<file path="src/logic/motorCtrlPkg.sv">
/*
 * motor control package
 * address map, widths, fifo depth and the adc sample layout
 */
`default_nettype none

package motorCtrlPkg;

    // ========================================
    // widths and sizes
    // ========================================
    localparam int motorCount  = 4;
    localparam int wordWidth   = 32;
    localparam int addrWidth   = 5;
    // {volt strobe, amp strobe, volt sample, amp sample}
    localparam int sensorWidth = 34;
    localparam int sampleWidth = 16;
    localparam int adcWidth    = 12;
    localparam int fifoDepth   = 8;

    // ========================================
    // address map
    // ========================================
    localparam int addrPwmDuty    = 0;
    localparam int addrDriverDir  = 1;
    localparam int addrFbDir      = 2;
    localparam int addrControl    = 3;
    localparam int addrFifoStatus = 4;
    // motor A starts here, one block of five words per motor
    localparam int addrMotorBase  = 7;
    localparam int motorStride    = 5;

    // offsets inside a motor block, offset 4 reserved
    localparam int offEncoder = 0;
    localparam int offSpeed   = 1;
    localparam int offVolt    = 2;
    localparam int offAmp     = 3;

    // control bit 31 holds every fifo empty
    localparam int clearAllBit = 31;
    localparam logic [wordWidth-1:0] reservedPattern = 32'hDEADBEEF;

    // adc word as stored raw, or split into its fields
    typedef union packed {
        logic [sampleWidth-1:0] raw;
        struct packed {
            logic                zero;
            logic [2:0]          channel;
            logic [adcWidth-1:0] adc;
        } field;
    } adcSample_u;

endpackage

`default_nettype wire

</file>
<file path="src/logic/sensorFifo.sv">
/*
 * sensor fifo
 * single-clock show-ahead buffer, oldest entry always on head
 */
`timescale 1ns/1ps
`default_nettype none

module sensorFifo #(
    parameter int dataWidth = motorCtrlPkg::wordWidth,
    parameter int depth     = motorCtrlPkg::fifoDepth
) (
    input  wire                  clk,
    input  wire                  reset_n,
    input  wire                  clear,
    input  wire                  push,
    input  wire  [dataWidth-1:0] pushData,
    input  wire                  pop,
    output logic [dataWidth-1:0] head,
    output logic                 notEmpty
);

    // pointer needs at least one bit, even for a single entry
    localparam int ptrWidth = (depth > 1) ? $clog2(depth) : 1;
    localparam int cntWidth = $clog2(depth + 1);
    localparam logic [ptrWidth-1:0] lastPtr   = ptrWidth'(depth - 1);
    localparam logic [cntWidth-1:0] fullCount = cntWidth'(depth);

    logic [dataWidth-1:0] mem [depth];
    logic [ptrWidth-1:0]  rdPtr;
    logic [ptrWidth-1:0]  wrPtr;
    logic [cntWidth-1:0]  count;
    logic                 doPush;
    logic                 doPop;

    // wrap at depth, works for any depth
    function automatic logic [ptrWidth-1:0] nextPtr(input logic [ptrWidth-1:0] ptr);
        return (ptr == lastPtr) ? '0 : ptr + 1'b1;
    endfunction

    // pop of an empty buffer is ignored
    assign doPop  = pop && notEmpty && !clear;
    // full buffer still takes a push when the same cycle pops
    assign doPush = push && !clear && ((count != fullCount) || doPop);

    always_ff @(posedge clk or negedge reset_n) begin
        if (!reset_n) begin
            rdPtr <= '0;
            wrPtr <= '0;
            count <= '0;
        end else if (clear) begin
            rdPtr <= '0;
            wrPtr <= '0;
            count <= '0;
        end else begin
            if (doPush) begin
                wrPtr <= nextPtr(wrPtr);
            end
            if (doPop) begin
                rdPtr <= nextPtr(rdPtr);
            end
            case ({doPush, doPop})
                2'b10:   count <= count + 1'b1;
                2'b01:   count <= count - 1'b1;
                default: count <= count;
            endcase
        end
    end

    // storage
    always_ff @(posedge clk) begin
        if (doPush) begin
            mem[wrPtr] <= pushData;
        end
    end

    // show-ahead
    assign head     = mem[rdPtr];
    assign notEmpty = (count != '0);

    countInRange: assert property (@(posedge clk) disable iff (!reset_n) count <= fullCount)
        else $error("sensorFifo occupancy above depth");

endmodule

`default_nettype wire

</file>
<file path="src/logic/feedbackBank.sv">
/*
 * motor feedback bank
 * speed, voltage and current fifos of all four motors
 * plus the fifo status word
 */
`timescale 1ns/1ps
`default_nettype none

module feedbackBank (
    input  wire                                   clk,
    input  wire                                   reset_n,
    input  wire                                   clearAll,
    input  wire  [motorCtrlPkg::wordWidth-1:0]    speedIn [motorCtrlPkg::motorCount],
    input  wire  [motorCtrlPkg::sensorWidth-1:0]  sensorIn [motorCtrlPkg::motorCount],
    input  wire  [motorCtrlPkg::motorCount-1:0]   popSpeed,
    input  wire  [motorCtrlPkg::motorCount-1:0]   popVolt,
    input  wire  [motorCtrlPkg::motorCount-1:0]   popAmp,
    output logic [motorCtrlPkg::wordWidth-1:0]    speedHead [motorCtrlPkg::motorCount],
    output logic [motorCtrlPkg::sampleWidth-1:0]  voltHead [motorCtrlPkg::motorCount],
    output logic [motorCtrlPkg::sampleWidth-1:0]  ampHead [motorCtrlPkg::motorCount],
    output logic [motorCtrlPkg::wordWidth-1:0]    fifoStatus
);

    logic [motorCtrlPkg::motorCount-1:0] speedNotEmpty;
    logic [motorCtrlPkg::motorCount-1:0] voltNotEmpty;
    logic [motorCtrlPkg::motorCount-1:0] ampNotEmpty;

    // ========================================
    // per motor fifos
    // ========================================
    for (genvar m = 0; m < motorCtrlPkg::motorCount; m = m + 1) begin : gMotor
        logic                                 speedPush;
        logic [motorCtrlPkg::wordWidth-1:0]   speedData;
        logic                                 voltPush;
        logic                                 ampPush;
        logic [motorCtrlPkg::sampleWidth-1:0] voltData;
        logic [motorCtrlPkg::sampleWidth-1:0] ampData;

        // speed msb is the valid strobe, stored cleared
        assign speedPush = speedIn[m][motorCtrlPkg::wordWidth-1];
        assign speedData = {1'b0, speedIn[m][motorCtrlPkg::wordWidth-2:0]};

        // top two bits strobe the two halves independently
        assign voltPush = sensorIn[m][motorCtrlPkg::sensorWidth-1];
        assign ampPush  = sensorIn[m][motorCtrlPkg::sensorWidth-2];
        assign voltData = sensorIn[m][2*motorCtrlPkg::sampleWidth-1:motorCtrlPkg::sampleWidth];
        assign ampData  = sensorIn[m][motorCtrlPkg::sampleWidth-1:0];

        sensorFifo #(
            .dataWidth (motorCtrlPkg::wordWidth),
            .depth     (motorCtrlPkg::fifoDepth)
        ) speedFifo (
            .clk      (clk),
            .reset_n  (reset_n),
            .clear    (clearAll),
            .push     (speedPush),
            .pushData (speedData),
            .pop      (popSpeed[m]),
            .head     (speedHead[m]),
            .notEmpty (speedNotEmpty[m])
        );

        sensorFifo #(
            .dataWidth (motorCtrlPkg::sampleWidth),
            .depth     (motorCtrlPkg::fifoDepth)
        ) voltFifo (
            .clk      (clk),
            .reset_n  (reset_n),
            .clear    (clearAll),
            .push     (voltPush),
            .pushData (voltData),
            .pop      (popVolt[m]),
            .head     (voltHead[m]),
            .notEmpty (voltNotEmpty[m])
        );

        sensorFifo #(
            .dataWidth (motorCtrlPkg::sampleWidth),
            .depth     (motorCtrlPkg::fifoDepth)
        ) ampFifo (
            .clk      (clk),
            .reset_n  (reset_n),
            .clear    (clearAll),
            .push     (ampPush),
            .pushData (ampData),
            .pop      (popAmp[m]),
            .head     (ampHead[m]),
            .notEmpty (ampNotEmpty[m])
        );
    end

    // ========================================
    // status word
    // ========================================
    always_comb begin
        fifoStatus = '0;
        for (int i = 0; i < motorCtrlPkg::motorCount; i++) begin
            fifoStatus[i] = speedNotEmpty[i];
            // sensor flags start at bit 8, voltage then current
            fifoStatus[8 + 2*i] = voltNotEmpty[i];
            fifoStatus[9 + 2*i] = ampNotEmpty[i];
        end
    end

endmodule

`default_nettype wire

</file>
<file path="src/logic/motorRegFile.sv">
/*
 * motor register file
 * bus decode, control registers, registered read mux and fifo pops
 */
`timescale 1ns/1ps
`default_nettype none

module motorRegFile (
    input  wire                                   clk,
    input  wire                                   reset_n,
    input  wire  [motorCtrlPkg::addrWidth-1:0]    address,
    input  wire                                   read,
    input  wire                                   write,
    input  wire  [motorCtrlPkg::wordWidth-1:0]    writedata,
    input  wire  [motorCtrlPkg::wordWidth-1:0]    fbDirection,
    input  wire  [motorCtrlPkg::wordWidth-1:0]    encoder [motorCtrlPkg::motorCount],
    input  wire  [motorCtrlPkg::wordWidth-1:0]    fifoStatus,
    input  wire  [motorCtrlPkg::wordWidth-1:0]    speedHead [motorCtrlPkg::motorCount],
    input  wire  [motorCtrlPkg::sampleWidth-1:0]  voltHead [motorCtrlPkg::motorCount],
    input  wire  [motorCtrlPkg::sampleWidth-1:0]  ampHead [motorCtrlPkg::motorCount],
    output logic [motorCtrlPkg::wordWidth-1:0]    readdata,
    output logic                                  waitrequest,
    output logic [motorCtrlPkg::wordWidth-1:0]    pwmDuty,
    output logic [motorCtrlPkg::wordWidth-1:0]    driverDir,
    output logic [motorCtrlPkg::wordWidth-1:0]    motorCtrl,
    output logic [motorCtrlPkg::motorCount-1:0]   popSpeed,
    output logic [motorCtrlPkg::motorCount-1:0]   popVolt,
    output logic [motorCtrlPkg::motorCount-1:0]   popAmp
);

    // motor block decode, index 0..3 and offset 0..4
    logic                               inMotor;
    logic [1:0]                         motorIdx;
    logic [2:0]                         motorOff;
    logic [motorCtrlPkg::wordWidth-1:0] readNext;
    motorCtrlPkg::adcSample_u           voltSample;
    motorCtrlPkg::adcSample_u           ampSample;

    // no back-pressure, every access completes in its cycle
    assign waitrequest = 1'b0;

    // ========================================
    // address decode
    // ========================================
    always_comb begin
        inMotor  = 1'b0;
        motorIdx = '0;
        motorOff = '0;
        for (int m = 0; m < motorCtrlPkg::motorCount; m++) begin
            if (address >= motorCtrlPkg::addrMotorBase + m * motorCtrlPkg::motorStride &&
                address < motorCtrlPkg::addrMotorBase + (m + 1) * motorCtrlPkg::motorStride) begin
                inMotor  = 1'b1;
                motorIdx = 2'(m);
                motorOff = 3'(address - (motorCtrlPkg::addrMotorBase +
                                         m * motorCtrlPkg::motorStride));
            end
        end
    end

    // pops fire with the read itself, fifo advances on the capture edge
    always_comb begin
        popSpeed = '0;
        popVolt  = '0;
        popAmp   = '0;
        if (read && inMotor) begin
            case (motorOff)
                motorCtrlPkg::offSpeed: popSpeed[motorIdx] = 1'b1;
                motorCtrlPkg::offVolt:  popVolt[motorIdx]  = 1'b1;
                motorCtrlPkg::offAmp:   popAmp[motorIdx]   = 1'b1;
                default: ;
            endcase
        end
    end

    // ========================================
    // read mux
    // ========================================
    assign voltSample.raw = voltHead[motorIdx];
    assign ampSample.raw  = ampHead[motorIdx];

    always_comb begin
        // anything unmapped reads the fixed pattern
        readNext = motorCtrlPkg::reservedPattern;
        case (address)
            motorCtrlPkg::addrPwmDuty:    readNext = pwmDuty;
            motorCtrlPkg::addrDriverDir:  readNext = driverDir;
            motorCtrlPkg::addrFbDir:      readNext = fbDirection;
            motorCtrlPkg::addrControl:    readNext = motorCtrl;
            motorCtrlPkg::addrFifoStatus: readNext = fifoStatus;
            default: begin
                if (inMotor) begin
                    case (motorOff)
                        motorCtrlPkg::offEncoder: readNext = encoder[motorIdx];
                        motorCtrlPkg::offSpeed:   readNext = speedHead[motorIdx];
                        // samples return only the adc field, zero-extended
                        motorCtrlPkg::offVolt: begin
                            readNext = {{(motorCtrlPkg::wordWidth - motorCtrlPkg::adcWidth){1'b0}},
                                        voltSample.field.adc};
                        end
                        motorCtrlPkg::offAmp: begin
                            readNext = {{(motorCtrlPkg::wordWidth - motorCtrlPkg::adcWidth){1'b0}},
                                        ampSample.field.adc};
                        end
                        default: ;
                    endcase
                end
            end
        endcase
    end

    // ========================================
    // registers
    // ========================================
    always_ff @(posedge clk or negedge reset_n) begin
        if (!reset_n) begin
            readdata  <= '0;
            pwmDuty   <= '0;
            driverDir <= '0;
            motorCtrl <= '0;
        end else begin
            // readdata holds between reads
            if (read) begin
                readdata <= readNext;
            end
            // read-only and reserved addresses fall through
            if (write) begin
                case (address)
                    motorCtrlPkg::addrPwmDuty:   pwmDuty   <= writedata;
                    motorCtrlPkg::addrDriverDir: driverDir <= writedata;
                    motorCtrlPkg::addrControl:   motorCtrl <= writedata;
                    default: ;
                endcase
            end
        end
    end

    // master side contract
    noReadWrite: assert property (@(posedge clk) disable iff (!reset_n) !(read && write))
        else $error("read and write asserted together");

endmodule

`default_nettype wire

</file>
<file path="src/logic/motorCtrlAvs.sv">
/*
 * motor control avalon slave
 * register file for a four-motor drive board with feedback fifos
 */
`timescale 1ns/1ps
`default_nettype none

module motorCtrlAvs (
    input  wire                                   clk,
    input  wire                                   reset_n,

    // bus
    input  wire  [motorCtrlPkg::addrWidth-1:0]    address,
    input  wire                                   read,
    input  wire                                   write,
    input  wire  [motorCtrlPkg::wordWidth-1:0]    writedata,
    output logic [motorCtrlPkg::wordWidth-1:0]    readdata,
    output logic                                  waitrequest,

    // feedback from the motor logic
    input  wire  [motorCtrlPkg::wordWidth-1:0]    fbDirection,
    input  wire  [motorCtrlPkg::wordWidth-1:0]    encoder [motorCtrlPkg::motorCount],
    input  wire  [motorCtrlPkg::wordWidth-1:0]    speedIn [motorCtrlPkg::motorCount],
    input  wire  [motorCtrlPkg::sensorWidth-1:0]  sensorIn [motorCtrlPkg::motorCount],

    // control out to the motor logic
    output logic [motorCtrlPkg::wordWidth-1:0]    pwmDuty,
    output logic [motorCtrlPkg::wordWidth-1:0]    driverDir,
    output logic [motorCtrlPkg::wordWidth-1:0]    motorCtrl
);

    logic [motorCtrlPkg::wordWidth-1:0]   fifoStatus;
    logic [motorCtrlPkg::wordWidth-1:0]   speedHead [motorCtrlPkg::motorCount];
    logic [motorCtrlPkg::sampleWidth-1:0] voltHead [motorCtrlPkg::motorCount];
    logic [motorCtrlPkg::sampleWidth-1:0] ampHead [motorCtrlPkg::motorCount];
    logic [motorCtrlPkg::motorCount-1:0]  popSpeed;
    logic [motorCtrlPkg::motorCount-1:0]  popVolt;
    logic [motorCtrlPkg::motorCount-1:0]  popAmp;
    logic                                 clearAll;

    // fifo clear straight from the control register
    assign clearAll = motorCtrl[motorCtrlPkg::clearAllBit];

    motorRegFile regFile (
        .clk         (clk),
        .reset_n     (reset_n),
        .address     (address),
        .read        (read),
        .write       (write),
        .writedata   (writedata),
        .fbDirection (fbDirection),
        .encoder     (encoder),
        .fifoStatus  (fifoStatus),
        .speedHead   (speedHead),
        .voltHead    (voltHead),
        .ampHead     (ampHead),
        .readdata    (readdata),
        .waitrequest (waitrequest),
        .pwmDuty     (pwmDuty),
        .driverDir   (driverDir),
        .motorCtrl   (motorCtrl),
        .popSpeed    (popSpeed),
        .popVolt     (popVolt),
        .popAmp      (popAmp)
    );

    feedbackBank fbBank (
        .clk        (clk),
        .reset_n    (reset_n),
        .clearAll   (clearAll),
        .speedIn    (speedIn),
        .sensorIn   (sensorIn),
        .popSpeed   (popSpeed),
        .popVolt    (popVolt),
        .popAmp     (popAmp),
        .speedHead  (speedHead),
        .voltHead   (voltHead),
        .ampHead    (ampHead),
        .fifoStatus (fifoStatus)
    );

endmodule

`default_nettype wire

</file>
<file path="config.mk">
export PLATFORM = sky130hd
export DESIGN_NAME = motorCtrlAvs
export DESIGN_NICKNAME = d
export VERILOG_FILES = /design/src/logic/motorCtrlPkg.sv /design/src/logic/sensorFifo.sv /design/src/logic/feedbackBank.sv /design/src/logic/motorRegFile.sv /design/src/logic/motorCtrlAvs.sv
export SDC_FILE = /design/constraint.sdc
export NUM_CORES = 2
export LEC_CHECK = 0
export ABC_AREA = 1
export BUFFER_PORTS_ARGS = -buffer_cell sky130_fd_sc_hd__clkbuf_2
export CAP_MARGIN = 20
export CORE_UTILIZATION = 30
export CTS_CLUSTER_DIAMETER = 200
export DETAILED_ROUTE_END_ITERATION = 8
export GPL_TIMING_DRIVEN = 0
export PLACE_DENSITY_LB_ADDON = 0.1
export SLEW_MARGIN = 20
export SYNTH_ARGS = -nofsm -noshare
export SYNTH_HDL_FRONTEND = slang
export SYNTH_SLANG_ARGS = --single-unit
</file>
<file path="constraint.sdc">
create_clock -name clk -period 6.15 [get_ports clk]
set_input_delay 1.23 -clock clk [delete_from_list [all_inputs] [get_ports clk]]
set_output_delay 1.23 -clock clk [all_outputs]
set_load 0.1 [all_outputs]
</file>
# Yosys cells after proc, flatten, opt, wreduce, memory -nomap -nowiden
# Memory sizes are Yosys's and may differ from the RTL's.
# Cells that the tools add are included.
# op_classes
n_lt_le_gt_ge,11
bitwise,1
muxes,154
n_addsub,52
n_eq_ne,67
n_reduce_logical,120
# ops
op,n
3-bit two-way mux,76
32-bit two-way mux,5
32-bit one-hot mux with 5 select lines,1
32-bit binary-select mux with 2-bit select,2
32-bit one-hot mux with 4 select lines,1
4-bit one-hot mux with 2 select lines,12
"3-bit by 1-bit adder with 3-bit output, second input constant",24
"3-bit == test, second input constant",24
4-bit two-way mux,18
16-bit binary-select mux with 2-bit select,2
1-bit logical AND,54
"4-bit by 1-bit adder with 4-bit output, second input constant",12
12-bit two-way mux,4
"4-bit inequality test, second input constant",12
2-bit nonzero test,24
4-bit nonzero test,12
"4-bit by 1-bit subtractor with 4-bit output, second input constant",12
3-bit nonzero test,12
1-bit two-way mux,30
"2-bit by 1-bit == test with 1-bit output, second input constant",12
"2-bit == test, second input constant",12
"5-bit less-than comparator, second input constant",3
1-bit logical OR,12
"5-bit by 2-bit == test with 1-bit output, second input constant",2
other kinds (20),27
# word_totals
ff_bits,248
wordCells,457
out_inout_bits,129
memories,12
ramBits,2016
in_bits,465
# mem_list
name,depth,word_bits,read_ports,rd_ports_with_merged_regs,wr,line,rtl
fbBank.gMotor[0].speedFifo.mem,8,31,1,0,1,sensorFifo.sv:28,logic [dataWidth-1:0] mem [depth];
fbBank.gMotor[1].speedFifo.mem,8,31,1,0,1,sensorFifo.sv:28,
fbBank.gMotor[2].speedFifo.mem,8,31,1,0,1,sensorFifo.sv:28,
fbBank.gMotor[3].speedFifo.mem,8,31,1,0,1,sensorFifo.sv:28,
fbBank.gMotor[0].ampFifo.mem,8,16,1,0,1,sensorFifo.sv:28,
fbBank.gMotor[0].voltFifo.mem,8,16,1,0,1,sensorFifo.sv:28,
+6 memories,-,-,-,-,-,-,

# Longest topological paths before layout
# logic_depth
word_depth,18
ltp_mapped,25
depth_no_buf,24

# By module
# From an unflattened synthesis, not the netlist that was laid out.
# hier_totals
hier_cells,8076
hier_area_um2,97113.1
# by_module_without_submodules
module,n_inst,area_per_inst_um2,cells_each,seq_area_each_um2
sensorFifo (fbBank.gMotor[1].speedFifo ...),3,10572.6,779,7937.6
sensorFifo (fbBank.gMotor[1].voltFifo ...),5,5655.4,436,4093.9
sensorFifo (fbBank.gMotor[0].ampFifo ...),2,5676.7,437,4093.9
sensorFifo (fbBank.gMotor[0].speedFifo),1,10563.9,779,7937.6
motorRegFile,1,9424.0,1419,3203.1
sensorFifo (fbBank.gMotor[1].ampFifo),1,5622.9,466,4093.9
feedbackBank,1,153.9,21,0.0

# Worst setup path before layout
# No wires, ideal clock.
# synth_path
kind,input to register
from,input address[1] in the netlist's numbering
to,memory fbBank.gMotor[1].speedFifo.mem[0][0] in the netlist's numbering (enable)
setup_ps,419
n_path_buf,0
t_arrival_ps,4296
required_time_ps,5731
slack_ps,1435
stages,14
cell_sequence,inv_1 > ha_1 > inv_1 > nor2_2 > nand2_1 > nand2_1 > nand2_2 > nor2_2 > nand3_1 > nor2_1 > nand2_1 > a21boi_1 > nand2_1 > nor2_1
# synth_via
elab_chain_cells,17
word_cells_on_any_way,42
classes_between,add/sub (4); order compare (10); eq/ne (1); mux (17); reduce/logical (10)
# synth_rtl
element,line,rtl
"start, declared",motorCtrlAvs.sv:13,"input wire [motorCtrlPkg::addrWidth-1:0] address,"
5-bit by 4-bit greater-or-equal comparator with 1-bit output or 5-bit less-than comparator (tied branches),"motorRegFile.sv:50, motorRegFile.sv:51",
1-bit logical AND,motorRegFile.sv:50,if (address >= motorCtrlPkg::addrMotorBase + m * motorCtrlPkg::motorStride &&
1-bit two-way mux,motorRegFile.sv:50,
2-bit two-way mux (2 in a row),motorRegFile.sv:50,
2-bit by 3-bit less-than comparator with 1-bit output (not written as such) or 2-bit by 1-bit greater-or-equal comparator with 1-bit output (tied branches),motorRegFile.sv:67,motorCtrlPkg::offSpeed: popSpeed[motorIdx] = 1'b1;
1-bit logical AND (not written as such),motorRegFile.sv:67,
1-bit two-way mux (not written as such),motorRegFile.sv:67,
1-bit demux with 2-bit select,-,
4-bit two-way mux,motorRegFile.sv:66,case (motorOff)
4-bit two-way mux (*),motorRegFile.sv:65,if (read && inMotor) begin
1-bit logical AND (*) (2 in a row),sensorFifo.sv:41,assign doPop = pop && notEmpty && !clear;
1-bit logical OR (*),sensorFifo.sv:43,assign doPush = push && !clear && ((count != fullCount) || doPop);
1-bit logical AND (*),sensorFifo.sv:43,
1-bit two-way mux (*),sensorFifo.sv:71,if (doPush) begin
1-bit two-way mux (not written as such) (*),sensorFifo.sv:72,mem[wrPtr] <= pushData;
"end, declared",sensorFifo.sv:28,
# Every way passes the cells marked *; elsewhere a longest branch is shown, timed or not.

# Worst setup path in the final report
# layout_path
from,input address[1] in the netlist's numbering
to,register regFile.readdata[0] in the netlist's numbering
# layout_via
elab_chain_cells,12
word_cells_on_any_way,52
classes_between,add/sub (4); order compare (8); eq/ne (7); mux (26); bitwise (1); reduce/logical (6)
# layout_rtl
element,line,rtl
5-bit by 4-bit greater-or-equal comparator with 1-bit output or 5-bit less-than comparator (tied branches),"motorRegFile.sv:50, motorRegFile.sv:51",
1-bit logical AND,motorRegFile.sv:50,
1-bit two-way mux,motorRegFile.sv:50,
2-bit two-way mux (2 in a row),motorRegFile.sv:50,
2-bit inverter with 3-bit output (not written as such),-,
"16-bit binary-select mux with 2-bit select, or another cell as far along",motorRegFile.sv:79,assign ampSample.raw = ampHead[motorIdx];
"12-bit two-way mux (not written as such), or another cell as far along (2 in a row)",motorRegFile.sv:79,
32-bit one-hot mux with 4 select lines,motorRegFile.sv:92,case (motorOff)
32-bit two-way mux,motorRegFile.sv:91,if (inMotor) begin
32-bit one-hot mux with 5 select lines (*),motorRegFile.sv:84,case (address)
"end signal, assigned",motorRegFile.sv:123,readdata <= readNext;
"end, declared",motorRegFile.sv:21,"output logic [motorCtrlPkg::wordWidth-1:0] readdata,"
# Every way passes the cells marked *; elsewhere a longest branch is shown, timed or not. The select of a mux whose other input is x is not followed.
# A chain may end at the register's enable or synchronous reset.

==> metrics.txt <==
status complete, but fails checks; failing checks DRC; initial core utilization 30.2%; DR iter-0 viols 5479; total wire length 355000 um; TritonCTS clock tree yes; Final setup viols 0; gpl congestion 0.866; flops & latches, synth 2008; largest cells by area after synthesis edfxtp_1 (63%), nand2_1 (8.5%), dfrtp_1 (7.4%); clock latency on the worst-skew pair 900 ps; dpl hpwl 262000 um; Die W 532 um; DR DRC count 38; CP endpoint kind flop; Seq/Total Area, Yosys 70.0%; FF+latch area 0.0591 mm2; worst-path fanout max 10; Placed Area 0.0944 mm2; final hold violation count 0; routed vias 62.2k; synth-to-layout area growth 21.1%; DIE HEIGHT 532 um; Worst-path clk slew 60 ps; CTS buffer count 230; wire per inst 29.1 um; maxcap violations 0; number of H-tree branching levels 4; GRT Util Overall 24.6%; HP Class primary input to asynchronous set/reset pin; post-synthesis compound-gate area fraction 8.50%; CP arrival 5970 ps; fmax 0.192 GHz; worst reg2reg path depth 8; Rows 194; post-synthesis adder-cell area fraction 1.46%; Routed Antenna Nets 0; Synth Net Count 7885; post-placement worst setup slack 109 ps; final period utilization 84.6%; Yosys top cell by area edfxtp_1; Synth Area in XOR/XNOR 0.156%; max-slew headroom at the worst pin 17.8%; most common cell after layout, fill and taps aside nand2_1; Cells after DPL 11.7k; RSZ-0062 raised after global routing no; Avg Synthesized Cell Area 11.5 um2; Tmin final 5200 ps; Least-Margin Pin Slew 1230 ps; Syn Std Cell Area 0.0843 mm2; Post-Syn Instances 7329; number of nets in the layout 8788; Die Footprint 0.283 mm2; Simple-Gate Fraction of Synth Area 16.4%; Power, Total 0.0365 W; IO Port Bufs 558; Worst VDD drop 0.300 mV; critical path class primary input to flop; worst hold margin 316 ps; Core ar. 0.279 mm2; largest family of logic cells by synthesized area simple AND/OR/NAND/NOR gates; total congestion overflow 0; area of the multi-input gates 0.0231 mm2; # clock sinks 2008; final worst slack 948 ps; vias per cell 5.10; Distinct cells, synth 55; area share of the largest cell type after synthesis 62.7%; hold buffer count at cts 0; asr flop ratio synth 12.4%; commonest non-fill, non-tap cells in the layout nand2_1 (1919), edfxtp_1 (1760), nand3_1 (802); largest net degree at the start of global routing 82; mux contribution to synthesized area 0.334%; Fill cells 27.7k; initial antenna violation count 101; PwrDens 357 mW/mm2; Post-CTS Setup Repair Bufs 0; CP required 6920 ps; vias in the first global route 60.4k; post-CTS sizing 0; Slew Limit Fails 0; CP startpoint kind primary input; first-pass GRT wire length 490000 um; RR Startpoint regFile.motorCtrl[31]$_DFFE_PN0P_; post-route cell area 0.102 mm2; Post-synth top flop edfxtp_1; Post-Layout Cell Count 12.2k; IO Pins 594; crit path from address[1]; CTS Root Cell clkbuf_16; P_leak 37.4 nW; Bufs on Longest Clock Path 4; Post-synth EDFFs 1760; Detailed Routing Iterations Pass 1 8; Syn. warnings 0; layout cells sized above 1 15.0%; skew final 45.1 ps
==> critical path: stages <==
cell and delay, ps:
clkbuf_2 130, inv_1 250, ha_1 230, nand2_2 110, a21oi_4 400, nand2_1 120
nand2_1 870, inv_2 180, clkbuf_2 420, o21bai_1 250, inv_1 50, o21ai_0 600
nand3_1 420, nor2_1 500, o21ai_0 140
==> metal layers <==
metal | GRT usage, % | vias up | share of wire [%]
met5 | 0 | - | 0.12
met2 | 40.0 | 2109 | 47
met4 | 10.8 | 64 | 4.5
met1 | 31.6 | 31300 | 41
li1 | - | 28200 | -
met3 | 4.91 | 529 | 6.7
==> kinds of logic (layout without fill, tap and decap cells) <==
logic type	Yosys count	after routing
compound gates	1182	1182
xor+xnor	15	15
fa+ha+maj	91	91
buf+inv	685	1785
flops	2008	2008
mux	25	25
other cells	1	45
simple gates	3322	3322
==> cells in the mapped netlist, types with 24 or more instances <==
library cell     n
a32oi_1         99
inv_1          226
a31oi_1         41
edfxtp_1      1760
mux2_2          25
o22ai_1         40
nand4_1         59
a221oi_1        24
nand2_1       1919
buf_1           57
nor2_1         474
o221ai_1       104
nand3_1        802
clkbuf_1       357
o21ai_1         26
o21ai_0        432
dfrtp_1        248
a21oi_1        325
ha_1            79
==> report_power, final <==
part           total (W)  internal, W  switching, W  leakage [nW]
Clock             0.0139      0.00812       0.00581          3.70
Sequential        0.0160       0.0156      0.000420          19.0
Combinational    0.00658      0.00140       0.00518          14.7
Total             0.0365       0.0251        0.0114          37.4
==> path summary, 6_finish.rpt <==
path | end | slack, ps
hold / removal | fbBank.gMotor[0].ampFifo.rdPtr[1]$_DFFE_PN0P_ | 320
setup / recovery | regFile.readdata[0]$_DFFE_PN0P_ | 950
max in group asynchronous | regFile.readdata[30]$_DFFE_PN0P_ | 4560
setup reg to reg | fbBank.gMotor[0].speedFifo.mem[3][10]$_DFFE_PP_ | 1830
hold reg to reg | regFile.readdata[23]$_DFFE_PN0P_ | 490
min in group clk | regFile.readdata[23]$_DFFE_PN0P_ | 490
==> layout make-up <==
| class | instances | area share [%] |
|---|---|---|
| Clock inverter | 125 | 1.25 |
| Antenna cell | 44 | 0.108 |
| Clock buffer | 304 | 6.15 |
| Multi-Input combinational cell | 4636 | 22.6 |
| Buffer | 433 | 1.70 |
| Timing Repair Buffer | 671 | 4.81 |
| Inverter | 252 | 0.926 |
| Sequential cell | 2008 | 57.8 |
| Tap cell | 3724 | 4.56 |
==> state kept, by name, summed over array words and instances (netlist names), 16 cells and up <==
name / cells
regFile.pwmDuty: 32
fbBank.gMotor.speedFifo.mem: 992
fbBank.gMotor.voltFifo.count: 16
regFile.driverDir: 32
fbBank.gMotor.speedFifo.count: 16
regFile.readdata: 32
fbBank.gMotor.ampFifo.count: 16
regFile.motorCtrl: 32
fbBank.gMotor.ampFifo.mem: 384
fbBank.gMotor.voltFifo.mem: 384
==> per-stage QoR <==
stage                     TNS (ps)  utilization [%]
after CTS                        0             36.5
after global routing             0             36.5
final                            0             36.5
after detailed placement         0             33.8
after global placement    -1913290             32.8
after floorplan                  0                -
Power figures use the tool's default switching activity.
